### src/ccc_pkg.sv
// CCC handler package with widths, command codes, enums and record structs
`default_nettype none

package ccc_pkg;

  // Protocol widths
  localparam int unsigned ADDR_W        = 7;
  localparam int unsigned BYTE_W        = 8;
  localparam int unsigned GET_MAX_BYTES = 6;
  localparam int unsigned CNT_W         = $clog2(GET_MAX_BYTES + 1);
  localparam int unsigned REPLY_W       = GET_MAX_BYTES * BYTE_W;

  typedef logic [BYTE_W-1:0] ccc_code_t;

  // Broadcast address, also ends a direct CCC when sent with write
  localparam logic [ADDR_W-1:0] RSVD_ADDR = 7'h7E;

  // Broadcast codes
  localparam ccc_code_t CCC_BCAST_RSTDAA  = 8'h06;
  localparam ccc_code_t CCC_BCAST_SETAASA = 8'h29;

  // Direct codes
  localparam ccc_code_t CCC_DIRECT_ENEC      = 8'h80;
  localparam ccc_code_t CCC_DIRECT_DISEC     = 8'h81;
  localparam ccc_code_t CCC_DIRECT_SETDASA   = 8'h87;
  localparam ccc_code_t CCC_DIRECT_GETMWL    = 8'h8B;
  localparam ccc_code_t CCC_DIRECT_GETMRL    = 8'h8C;
  localparam ccc_code_t CCC_DIRECT_GETPID    = 8'h8D;
  localparam ccc_code_t CCC_DIRECT_GETBCR    = 8'h8E;
  localparam ccc_code_t CCC_DIRECT_GETDCR    = 8'h8F;
  localparam ccc_code_t CCC_DIRECT_GETSTATUS = 8'h90;

  typedef enum logic [3:0] {
    OpNone, OpRstdaa, OpSetaasa, OpEnec, OpDisec, OpSetdasa,
    OpGetBcr, OpGetDcr, OpGetStatus, OpGetMwl, OpGetMrl, OpGetPid
  } ccc_op_e;

  typedef struct packed {
    ccc_op_e          op;
    logic             is_direct;
    logic [CNT_W-1:0] get_len;
  } ccc_cmd_t;

  typedef enum logic [3:0] {
    Idle, RxTbit, RxDefByte, RxDefTbit, RxAddr, TxAddrAck,
    RxData, RxDataTbit, TxData, TxDataTbit, Bcast, Done
  } seq_state_e;

  // Requests toward the bit-level bus engine
  typedef struct packed {
    logic              rx_bit;
    logic              rx_byte;
    logic              tx_bit;
    logic              tx_byte;
    logic [BYTE_W-1:0] tx_value;
  } bus_req_t;

  // Bus monitor events and engine handshake
  typedef struct packed {
    logic              start_det;
    logic              rstart_det;
    logic              stop_det;
    logic              rx_done;
    logic              tx_done;
    logic [BYTE_W-1:0] rx_data;
  } bus_rsp_t;

  typedef struct packed {
    logic [ADDR_W-1:0] sta;
    logic              sta_valid;
    logic [ADDR_W-1:0] dyn;
    logic              dyn_valid;
  } target_addr_t;

  // CSR values read out by the GET CCCs
  typedef struct packed {
    logic [BYTE_W-1:0] bcr;
    logic [BYTE_W-1:0] dcr;
    logic [15:0]       status;
    logic [15:0]       mwl;
    logic [15:0]       mrl;
    logic [47:0]       pid;
  } csr_get_t;

  // One-cycle results of the SET and broadcast CCCs
  typedef struct packed {
    logic              enec_ibi;
    logic              enec_crr;
    logic              enec_hj;
    logic              disec_ibi;
    logic              disec_crr;
    logic              disec_hj;
    logic              rstdaa;
    logic              dasa_valid;
    logic [BYTE_W-1:0] dasa;
  } ccc_events_t;

endpackage

`default_nettype wire

### src/ccc_decode.sv
// CCC decoder that maps the captured command code to an operation record
`timescale 1ns/1ps
`default_nettype none

module ccc_decode
  import ccc_pkg::*;
(
  input  logic      clk_i,
  input  logic      rst_ni,
  input  ccc_code_t ccc_i,
  input  logic      ccc_valid_i,
  output ccc_cmd_t  cmd_o
);

  ccc_cmd_t cmd_d;

  // Classify the code as handed over by the primary FSM
  always_comb begin
    cmd_d.op        = OpNone;
    cmd_d.is_direct = ccc_i[BYTE_W-1];
    cmd_d.get_len   = '0;
    case (ccc_i)
      CCC_BCAST_RSTDAA:     cmd_d.op = OpRstdaa;
      CCC_BCAST_SETAASA:    cmd_d.op = OpSetaasa;
      CCC_DIRECT_ENEC:      cmd_d.op = OpEnec;
      CCC_DIRECT_DISEC:     cmd_d.op = OpDisec;
      CCC_DIRECT_SETDASA:   cmd_d.op = OpSetdasa;
      CCC_DIRECT_GETBCR: begin
        cmd_d.op      = OpGetBcr;
        cmd_d.get_len = CNT_W'(1);
      end
      CCC_DIRECT_GETDCR: begin
        cmd_d.op      = OpGetDcr;
        cmd_d.get_len = CNT_W'(1);
      end
      // Format 1 only
      CCC_DIRECT_GETSTATUS: begin
        cmd_d.op      = OpGetStatus;
        cmd_d.get_len = CNT_W'(2);
      end
      CCC_DIRECT_GETMWL: begin
        cmd_d.op      = OpGetMwl;
        cmd_d.get_len = CNT_W'(2);
      end
      // Third byte is the max IBI payload size
      CCC_DIRECT_GETMRL: begin
        cmd_d.op      = OpGetMrl;
        cmd_d.get_len = CNT_W'(3);
      end
      CCC_DIRECT_GETPID: begin
        cmd_d.op      = OpGetPid;
        cmd_d.get_len = CNT_W'(GET_MAX_BYTES);
      end
      default: begin
      end
    endcase
  end

  // Record held for the whole CCC
  always_ff @(posedge clk_i or negedge rst_ni) begin
    if (!rst_ni) begin
      cmd_o <= '{op: OpNone, is_direct: 1'b0, get_len: '0};
    end else if (ccc_valid_i) begin
      cmd_o <= cmd_d;
    end
  end

endmodule

`default_nettype wire

### src/ccc_get_data.sv
// GET byte counter and selection of the outgoing CSR byte
`timescale 1ns/1ps
`default_nettype none

module ccc_get_data
  import ccc_pkg::*;
(
  input  logic              clk_i,
  input  logic              rst_ni,
  input  ccc_cmd_t          cmd_i,
  input  csr_get_t          csr_i,
  input  logic              get_load_i,
  input  logic              get_next_i,
  output logic [BYTE_W-1:0] get_byte_o,
  output logic              get_last_o
);

  logic [CNT_W-1:0]   cnt_q;
  logic [CNT_W-1:0]   byte_idx;
  logic [REPLY_W-1:0] reply;
  logic [REPLY_W-1:0] reply_shift;

  // Remaining bytes, current one included
  always_ff @(posedge clk_i or negedge rst_ni) begin
    if (!rst_ni) begin
      cnt_q <= '0;
    end else if (get_load_i) begin
      cnt_q <= cmd_i.get_len;
    end else if (get_next_i && (cnt_q != '0)) begin
      cnt_q <= cnt_q - 1'b1;
    end
  end

  // Reply right aligned, first byte sits at the top of get_len bytes
  always_comb begin
    reply = '0;
    case (cmd_i.op)
      OpGetBcr:    reply[BYTE_W-1:0] = csr_i.bcr;
      OpGetDcr:    reply[BYTE_W-1:0] = csr_i.dcr;
      OpGetStatus: reply[15:0]       = csr_i.status;
      OpGetMwl:    reply[15:0]       = csr_i.mwl;
      // Max IBI payload fixed at 8'hFF
      OpGetMrl:    reply[23:0]       = {csr_i.mrl, 8'hFF};
      OpGetPid:    reply             = csr_i.pid;
      default: begin
      end
    endcase
  end

  // MSB first as the counter runs down
  assign byte_idx    = cnt_q - 1'b1;
  assign reply_shift = reply >> (BYTE_W * byte_idx);
  assign get_byte_o  = (cnt_q != '0) ? reply_shift[BYTE_W-1:0] : '0;
  assign get_last_o  = (cnt_q == CNT_W'(1));

endmodule

`default_nettype wire

### src/ccc_seq.sv
// CCC sequencer FSM with bus engine requests and direct address matching
`timescale 1ns/1ps
`default_nettype none

module ccc_seq
  import ccc_pkg::*;
(
  input  logic              clk_i,
  input  logic              rst_ni,
  input  logic              ccc_valid_i,
  input  ccc_cmd_t          cmd_i,
  input  target_addr_t      addr_i,
  input  bus_rsp_t          bus_rsp_i,
  input  logic [BYTE_W-1:0] get_byte_i,
  input  logic              get_last_i,
  output bus_req_t          bus_req_o,
  output logic              get_load_o,
  output logic              get_next_o,
  output logic              data_stb_o,
  output logic [BYTE_W-1:0] data_byte_o,
  output logic              bcast_stb_o,
  output logic              done_o
);

  seq_state_e state_q, state_d;

  logic [ADDR_W-1:0] addr_q;
  logic              rnw_q;
  logic [BYTE_W-1:0] data_q;
  logic              last_q;
  logic              addr_match;
  logic              addr_rsvd;
  logic              in_ccc;

  // Dynamic address wins, static only while no dynamic one is assigned
  always_comb begin
    if (addr_i.dyn_valid) begin
      addr_match = (addr_q == addr_i.dyn);
    end else if (addr_i.sta_valid) begin
      addr_match = (addr_q == addr_i.sta);
    end else begin
      addr_match = 1'b0;
    end
  end

  // 7'h7E with write closes the direct CCC
  assign addr_rsvd = (addr_q == RSVD_ADDR) && !rnw_q;

  assign in_ccc = (state_q != Idle) && (state_q != Done);

  always_comb begin
    state_d = state_q;
    case (state_q)
      Idle:       if (ccc_valid_i) state_d = RxTbit;
      // T-bit of the command code
      RxTbit: begin
        if (bus_rsp_i.rx_done) state_d = cmd_i.is_direct ? RxDefByte : Bcast;
      end
      // Defining bytes are skipped until the Repeated START
      RxDefByte: begin
        if (bus_rsp_i.rstart_det) state_d = RxAddr;
        else if (bus_rsp_i.rx_done) state_d = RxDefTbit;
      end
      RxDefTbit:  if (bus_rsp_i.rx_done) state_d = RxDefByte;
      RxAddr:     if (bus_rsp_i.rx_done) state_d = TxAddrAck;
      TxAddrAck: begin
        if (bus_rsp_i.tx_done) begin
          if (addr_rsvd) state_d = Done;
          else if (addr_match && rnw_q && (cmd_i.get_len != '0)) state_d = TxData;
          else if (addr_match && !rnw_q) state_d = RxData;
          // Other target or no reply, wait for the next address
          else state_d = RxDefByte;
        end
      end
      RxData: begin
        if (bus_rsp_i.start_det || bus_rsp_i.rstart_det) state_d = RxAddr;
        else if (bus_rsp_i.rx_done) state_d = RxDataTbit;
      end
      RxDataTbit: if (bus_rsp_i.rx_done) state_d = RxData;
      TxData: begin
        if (bus_rsp_i.start_det || bus_rsp_i.rstart_det) state_d = RxAddr;
        else if (bus_rsp_i.tx_done) state_d = TxDataTbit;
      end
      TxDataTbit: begin
        if (bus_rsp_i.tx_done) state_d = last_q ? RxAddr : TxData;
      end
      Bcast:      state_d = Done;
      Done:       state_d = Idle;
      default:    state_d = Idle;
    endcase
  end

  // STOP ends any CCC in progress
  always_ff @(posedge clk_i or negedge rst_ni) begin
    if (!rst_ni) begin
      state_q <= Idle;
    end else if (bus_rsp_i.stop_det && in_ccc) begin
      state_q <= Done;
    end else begin
      state_q <= state_d;
    end
  end

  // Address, direction, data byte and last flag
  always_ff @(posedge clk_i) begin
    if (state_q == RxAddr && bus_rsp_i.rx_done) begin
      addr_q <= bus_rsp_i.rx_data[BYTE_W-1:1];
      rnw_q  <= bus_rsp_i.rx_data[0];
    end
    if (state_q == RxData && bus_rsp_i.rx_done) begin
      data_q <= bus_rsp_i.rx_data;
    end
    // Counter moves on after the byte, so keep its last flag for the T-bit
    if (state_q == TxData && bus_rsp_i.tx_done) begin
      last_q <= get_last_i;
    end
  end

  always_comb begin
    bus_req_o   = '0;
    bcast_stb_o = 1'b0;
    done_o      = 1'b0;
    case (state_q)
      RxTbit, RxDefTbit, RxDataTbit: bus_req_o.rx_bit = 1'b1;
      // Drop the byte request once the Repeated START shows up
      RxDefByte:      bus_req_o.rx_byte = !bus_rsp_i.rstart_det;
      RxAddr, RxData: bus_req_o.rx_byte = 1'b1;
      // ACK driven low
      TxAddrAck:      bus_req_o.tx_bit = 1'b1;
      TxData: begin
        bus_req_o.tx_byte  = 1'b1;
        bus_req_o.tx_value = get_byte_i;
      end
      // T-bit high while more bytes follow
      TxDataTbit: begin
        bus_req_o.tx_bit   = 1'b1;
        bus_req_o.tx_value = {{(BYTE_W-1){1'b0}}, !last_q};
      end
      Bcast:          bcast_stb_o = 1'b1;
      Done:           done_o = 1'b1;
      default: begin
      end
    endcase
  end

  // Strobes toward the GET and SET blocks
  assign get_load_o  = (state_q == TxAddrAck) && bus_rsp_i.tx_done;
  assign get_next_o  = (state_q == TxData) && bus_rsp_i.tx_done;
  assign data_stb_o  = (state_q == RxDataTbit) && bus_rsp_i.rx_done;
  assign data_byte_o = data_q;

endmodule

`default_nettype wire

### src/ccc_set_actions.sv
// Registered one-cycle event pulses for the SET and broadcast CCCs
`timescale 1ns/1ps
`default_nettype none

module ccc_set_actions
  import ccc_pkg::*;
(
  input  logic              clk_i,
  input  logic              rst_ni,
  input  ccc_cmd_t          cmd_i,
  input  logic [ADDR_W-1:0] sta_addr_i,
  input  logic              data_stb_i,
  input  logic [BYTE_W-1:0] data_byte_i,
  input  logic              bcast_stb_i,
  output ccc_events_t       events_o
);

  ccc_events_t events_d;

  // All fields fall back to zero, so each event lasts one cycle
  always_comb begin
    events_d = '0;
    if (data_stb_i) begin
      case (cmd_i.op)
        // Event bits: 0 IBI, 1 CRR, 3 HJ
        OpEnec: begin
          events_d.enec_ibi = data_byte_i[0];
          events_d.enec_crr = data_byte_i[1];
          events_d.enec_hj  = data_byte_i[3];
        end
        OpDisec: begin
          events_d.disec_ibi = data_byte_i[0];
          events_d.disec_crr = data_byte_i[1];
          events_d.disec_hj  = data_byte_i[3];
        end
        OpSetdasa: begin
          events_d.dasa_valid = 1'b1;
          events_d.dasa       = data_byte_i;
        end
        default: begin
        end
      endcase
    end
    if (bcast_stb_i) begin
      case (cmd_i.op)
        OpRstdaa: events_d.rstdaa = 1'b1;
        // Static address shares the SETDASA output
        OpSetaasa: begin
          events_d.dasa_valid = 1'b1;
          events_d.dasa       = {1'b0, sta_addr_i};
        end
        default: begin
        end
      endcase
    end
  end

  always_ff @(posedge clk_i or negedge rst_ni) begin
    if (!rst_ni) begin
      events_o <= '0;
    end else begin
      events_o <= events_d;
    end
  end

endmodule

`default_nettype wire

### src/ccc_top.sv
// CCC handler top level wiring decode, sequencer, GET data and SET actions
`timescale 1ns/1ps
`default_nettype none

module ccc_top
  import ccc_pkg::*;
(
  input  logic         clk_i,
  input  logic         rst_ni,
  input  ccc_code_t    ccc_i,
  input  logic         ccc_valid_i,
  output logic         done_o,
  input  bus_rsp_t     bus_rsp_i,
  output bus_req_t     bus_req_o,
  input  target_addr_t addr_i,
  input  csr_get_t     csr_i,
  output ccc_events_t  events_o
);

  ccc_cmd_t          cmd;
  logic              get_load;
  logic              get_next;
  logic [BYTE_W-1:0] get_byte;
  logic              get_last;
  logic              data_stb;
  logic [BYTE_W-1:0] data_byte;
  logic              bcast_stb;

  ccc_decode u_decode (
    .clk_i       (clk_i),
    .rst_ni      (rst_ni),
    .ccc_i       (ccc_i),
    .ccc_valid_i (ccc_valid_i),
    .cmd_o       (cmd)
  );

  ccc_seq u_seq (
    .clk_i       (clk_i),
    .rst_ni      (rst_ni),
    .ccc_valid_i (ccc_valid_i),
    .cmd_i       (cmd),
    .addr_i      (addr_i),
    .bus_rsp_i   (bus_rsp_i),
    .get_byte_i  (get_byte),
    .get_last_i  (get_last),
    .bus_req_o   (bus_req_o),
    .get_load_o  (get_load),
    .get_next_o  (get_next),
    .data_stb_o  (data_stb),
    .data_byte_o (data_byte),
    .bcast_stb_o (bcast_stb),
    .done_o      (done_o)
  );

  ccc_get_data u_get_data (
    .clk_i      (clk_i),
    .rst_ni     (rst_ni),
    .cmd_i      (cmd),
    .csr_i      (csr_i),
    .get_load_i (get_load),
    .get_next_i (get_next),
    .get_byte_o (get_byte),
    .get_last_o (get_last)
  );

  ccc_set_actions u_set_actions (
    .clk_i       (clk_i),
    .rst_ni      (rst_ni),
    .cmd_i       (cmd),
    .sta_addr_i  (addr_i.sta),
    .data_stb_i  (data_stb),
    .data_byte_i (data_byte),
    .bcast_stb_i (bcast_stb),
    .events_o    (events_o)
  );

endmodule

`default_nettype wire

### config.mk
export PLATFORM = sky130hd
export DESIGN_NAME = ccc_top
export DESIGN_NICKNAME = d
export VERILOG_FILES = /design/src/ccc_pkg.sv /design/src/ccc_decode.sv /design/src/ccc_get_data.sv /design/src/ccc_seq.sv /design/src/ccc_set_actions.sv /design/src/ccc_top.sv
export SDC_FILE = /design/constraint.sdc
export NUM_CORES = 1
export LEC_CHECK = 0
export BUFFER_PORTS_ARGS = -buffer_cell sky130_fd_sc_hd__buf_2
export CAP_MARGIN = 20
export CORE_ASPECT_RATIO = 1.1
export CORE_UTILIZATION = 47
export DETAILED_ROUTE_END_ITERATION = 7
export HOLD_SLACK_MARGIN = 0.05
export PLACE_DENSITY_LB_ADDON = 0.08
export SLEW_MARGIN = 10
export SYNTH_ARGS = -nofsm -noshare
export SYNTH_HDL_FRONTEND = slang
export SYNTH_SLANG_ARGS = --single-unit
### constraint.sdc
create_clock -name clk_i -period 2.3 [get_ports clk_i]
set_input_delay 0.115 -clock clk_i [delete_from_list [all_inputs] [get_ports clk_i]]
set_output_delay 0.115 -clock clk_i [all_outputs]
set_load 0.05 [all_outputs]
==> impl_metrics.env <==
export IMPL_status="complete, but fails checks"
export IMPL_violations="negative setup slack"
export IMPL_synthCells=401
export IMPL_syn_nets=556
export IMPL_pre_cts_ws_ns=0.0766
export IMPL_end_kind="output port"
export IMPL_critPathKind="flip-flop to output port"
export IMPL_peakVddDrop_v=0.000477
export IMPL_clock_sinks=48
export IMPL_min_period_ns=2.31
export IMPL_final_cell_mix="172 x buf_2, 36 x buf_4, 28 x dfrtp_1"
export IMPL_crit_start="u_decode.cmd_o[7]$_DFFE_PN0P_"
export IMPL_max_cap_viol_count=0
export IMPL_max_freq_mhz=433
export IMPL_cts_max_level=2
export IMPL_fillers=631
export IMPL_fin_cells=720
export IMPL_clk_latency_ns=0.30
export IMPL_max_stage_delay_ns=0.46
export IMPL_rsz0062_at_grt="true"
export IMPL_grt_pass1_vias=4056
export IMPL_crit_fanout=6
export IMPL_hp_class="input port to flip-flop"
export IMPL_wire_per_inst_microns=16.6
export IMPL_register_area_sq_mm=0.00129
export IMPL_drive_gt1_share_pct=47.2
export IMPL_grt_overflow=0
export IMPL_syn_area_sq_mm=0.00371
export IMPL_skew_ns=0.00444
export IMPL_p_leak_nw=2.41
export IMPL_crit_chain="nor2b_4 -> buf_4 -> and2_0 -> mux4_2 -> nand2_1 -> a311o_1 -> o21ai_2 -> buf_6"
export IMPL_timing_hold_ws_ns=0.0634
export IMPL_core_area_sq_mm=0.00756
export IMPL_placed_cells=684
export IMPL_numCtsBuffers=5
export IMPL_cp_start_kind="flip-flop"
export IMPL_slew_headroom_pct=54.0
export IMPL_hpwl_microns=9280
export IMPL_syn_to_final_growth_pct=43.3
export IMPL_dr_pass1_iters=5
export IMPL_critPathArrivalTime_ns=2.19
export IMPL_die_y_microns=95.2
export IMPL_grt_max_degree=32
export IMPL_ctsRootBufferMaster="clkbuf_8"
export IMPL_groute_usage_overall_pct=29.8
export IMPL_detail_route_antenna_nets=0
export IMPL_place_congestion=0.886
export IMPL_grt_pass1_wl_microns=19100
export IMPL_hold_viol=0
export IMPL_synth_cell_type_count=70
export IMPL_slowest_stage="mux4_2"
export IMPL_synth_seq_cells=48
export IMPL_vias=4061
export IMPL_finalSetupViolCount=1
export IMPL_powerDensity_mw_per_mm2=735
export IMPL_final_util_pct=70.3
export IMPL_dieArea_sq_mm=0.00825
export IMPL_tightestPinTransition_ns=0.684
export IMPL_min_period_over_period_pct=100
export IMPL_io_buffers=180
export IMPL_fp_dieW_microns=86.7
export IMPL_avgSynthCellArea_sq_um=9.25
export IMPL_drt_iter0_drc=317
export IMPL_ios=181
export IMPL_cp_required_ns=2.18
export IMPL_routed_via_density=5.64
export IMPL_nNetsFinal=769
export IMPL_final_common_cell="buf_2"
export IMPL_seq_area_frac_synth_pct=34.7
export IMPL_clockBufferDepth=2
export IMPL_num_rows=33
export IMPL_slew_viol_final=0
export IMPL_yosys_most_used_dff="dfrtp_1"
export IMPL_cts_tree="done"
export IMPL_start_util_pct=49.1
export IMPL_ys_warn_count=0
export IMPL_num_antenna_cells=0
export IMPL_hp_start="addr_i[14]"
export IMPL_routed_wl_microns=12000
export IMPL_synth_edf_count=17
export IMPL_multi_input_area_sq_mm=0.00232
export IMPL_antenna_found_initial=0
export IMPL_clk_pin_slew_ns=0.09
export IMPL_drc=0
export IMPL_ys_async_sr_fraction_pct=64.6
export IMPL_r2r_start="u_seq.state_q[3]$_DFFE_PN0P_"
export IMPL_fin_ws_ns=-0.00872
-- logic make-up after synthesis --
logic type                 count (synthesis)  share of synthesized area (%)
and+or+nand+nor                          144                           21.5
muxes                                     31                           10.8
buffers and inverters                     42                           6.14
DFF                                       48                           34.7
xor gates and xnor gates                  16                           3.78
adders and majority gates                  4                           1.28
AOI/OAI and AO/OA                        116                           21.8
-- path summary, 6_finish.rpt --
check | endpoint | slack [ns] | depth (start not counted)
setup reg to reg | u_set_actions.events_o[15]$_DFF_PN0_ | 0.28 | 5
min in group asynchronous | u_seq.state_q[2]$_DFFE_PN0P_ | 0.38 | 2
hold reg to reg | u_set_actions.events_o[7]$_DFF_PN0_ | 0.47 | 1
hold / removal | u_set_actions.events_o[5]$_DFF_PN0_ | 0.06 | 2
setup / recovery | bus_req_o[5] | -0.009 | 8
max in group asynchronous | u_decode.cmd_o[5]$_DFFE_PN0P_ | 1.43 | 2
-- state kept, by name (all words and copies together) (netlist names) --
signal and flops:
u_seq.addr_q 7, u_seq.data_byte_o 8, u_seq.rnw_q 1, u_get_data.cnt_q 3, u_seq.state_q 4, u_set_actions.events_o 16
u_seq.last_q 1, u_decode.cmd_o 8
-- metal layers --
| metal | vias to the layer above | global-route usage, % | share of wire, % |
|---|---|---|---|
| met5 | - | 0 | 0 |
| met4 | 0 | 11.3 | 2.4 |
| met3 | 32 | 5.28 | 6.5 |
| met2 | 176 | 51.9 | 50 |
| met1 | 1913 | 36.9 | 41 |
| li1 | 1940 | - | - |
-- stage by stage --
step	power, mW	instance area, sq um	TNS (ns)
finish	3.90	5310	-0.00872
global route	4.14	5310	-0.315
CTS	3.86	5160	-0.00466
detailed placement	3.15	4810	0
global placement	3.12	4810	0
floorplan	2.64	3750	-1.56
-- critical path, delay by kind of cell, from the launching register on --
family,cells,cell delay (ns)
compound gates,2,0.31
mux,1,0.46
flops,1,0.42
simple gates,3,0.40
buf+inv,2,0.30
-- layout make-up --
cell class,count,area share (%)
Timing Repair Buffer,231,26.0
Sequential cell,48,24.3
Tap cell,105,2.47
Multi-Input combinational cell,311,43.7
Inverter,17,1.27
Clock inverter,2,0.730
Clock buffer,6,1.55
-- cell usage after synthesis, drive strengths merged, types with 6 or more instances --
cell type | instances | area, sq um
mux4 | 6 | 135
and2 | 12 | 75.1
mux2 | 13 | 146
nand3 | 12 | 60.1
dfrtp | 31 | 776
nor3 | 16 | 101
a22o | 9 | 78.8
o21ai | 32 | 160
nor2b | 8 | 60.1
nand2 | 31 | 119
nor2 | 28 | 105
inv | 17 | 63.8
a32oi | 7 | 80.1
a221oi | 9 | 78.8
edfxtp | 17 | 510
mux2i | 12 | 120
clkbuf | 12 | 85.1
nand4 | 6 | 37.5
a311o | 6 | 60.1
xnor2 | 13 | 114
buf | 13 | 78.8
a21oi | 22 | 114
-- where the power goes --
| group | internal, mW | switching, mW | leakage [nW] | total, mW |
|---|---|---|---|---|
| logic | 0.888 | 1.33 | 1.78 | 2.22 |
| registers | 0.975 | 0.0722 | 0.561 | 1.05 |
| clock network | 0.356 | 0.284 | 0.0614 | 0.640 |
| total | 2.22 | 1.69 | 2.41 | 3.90 |
-- timing repair --
item | CTS | global route
buffers inserted | 7 | 11
endpoints found under the setup margin | 8 | 8
cloned | 0 | 0
endpoints found under the hold margin | 48 | 0
resized for setup | 24 | 25
hold buffers | 10 | 0
pin swaps | 3 | 7
Note: power is estimated with default switching activity, not from simulation.
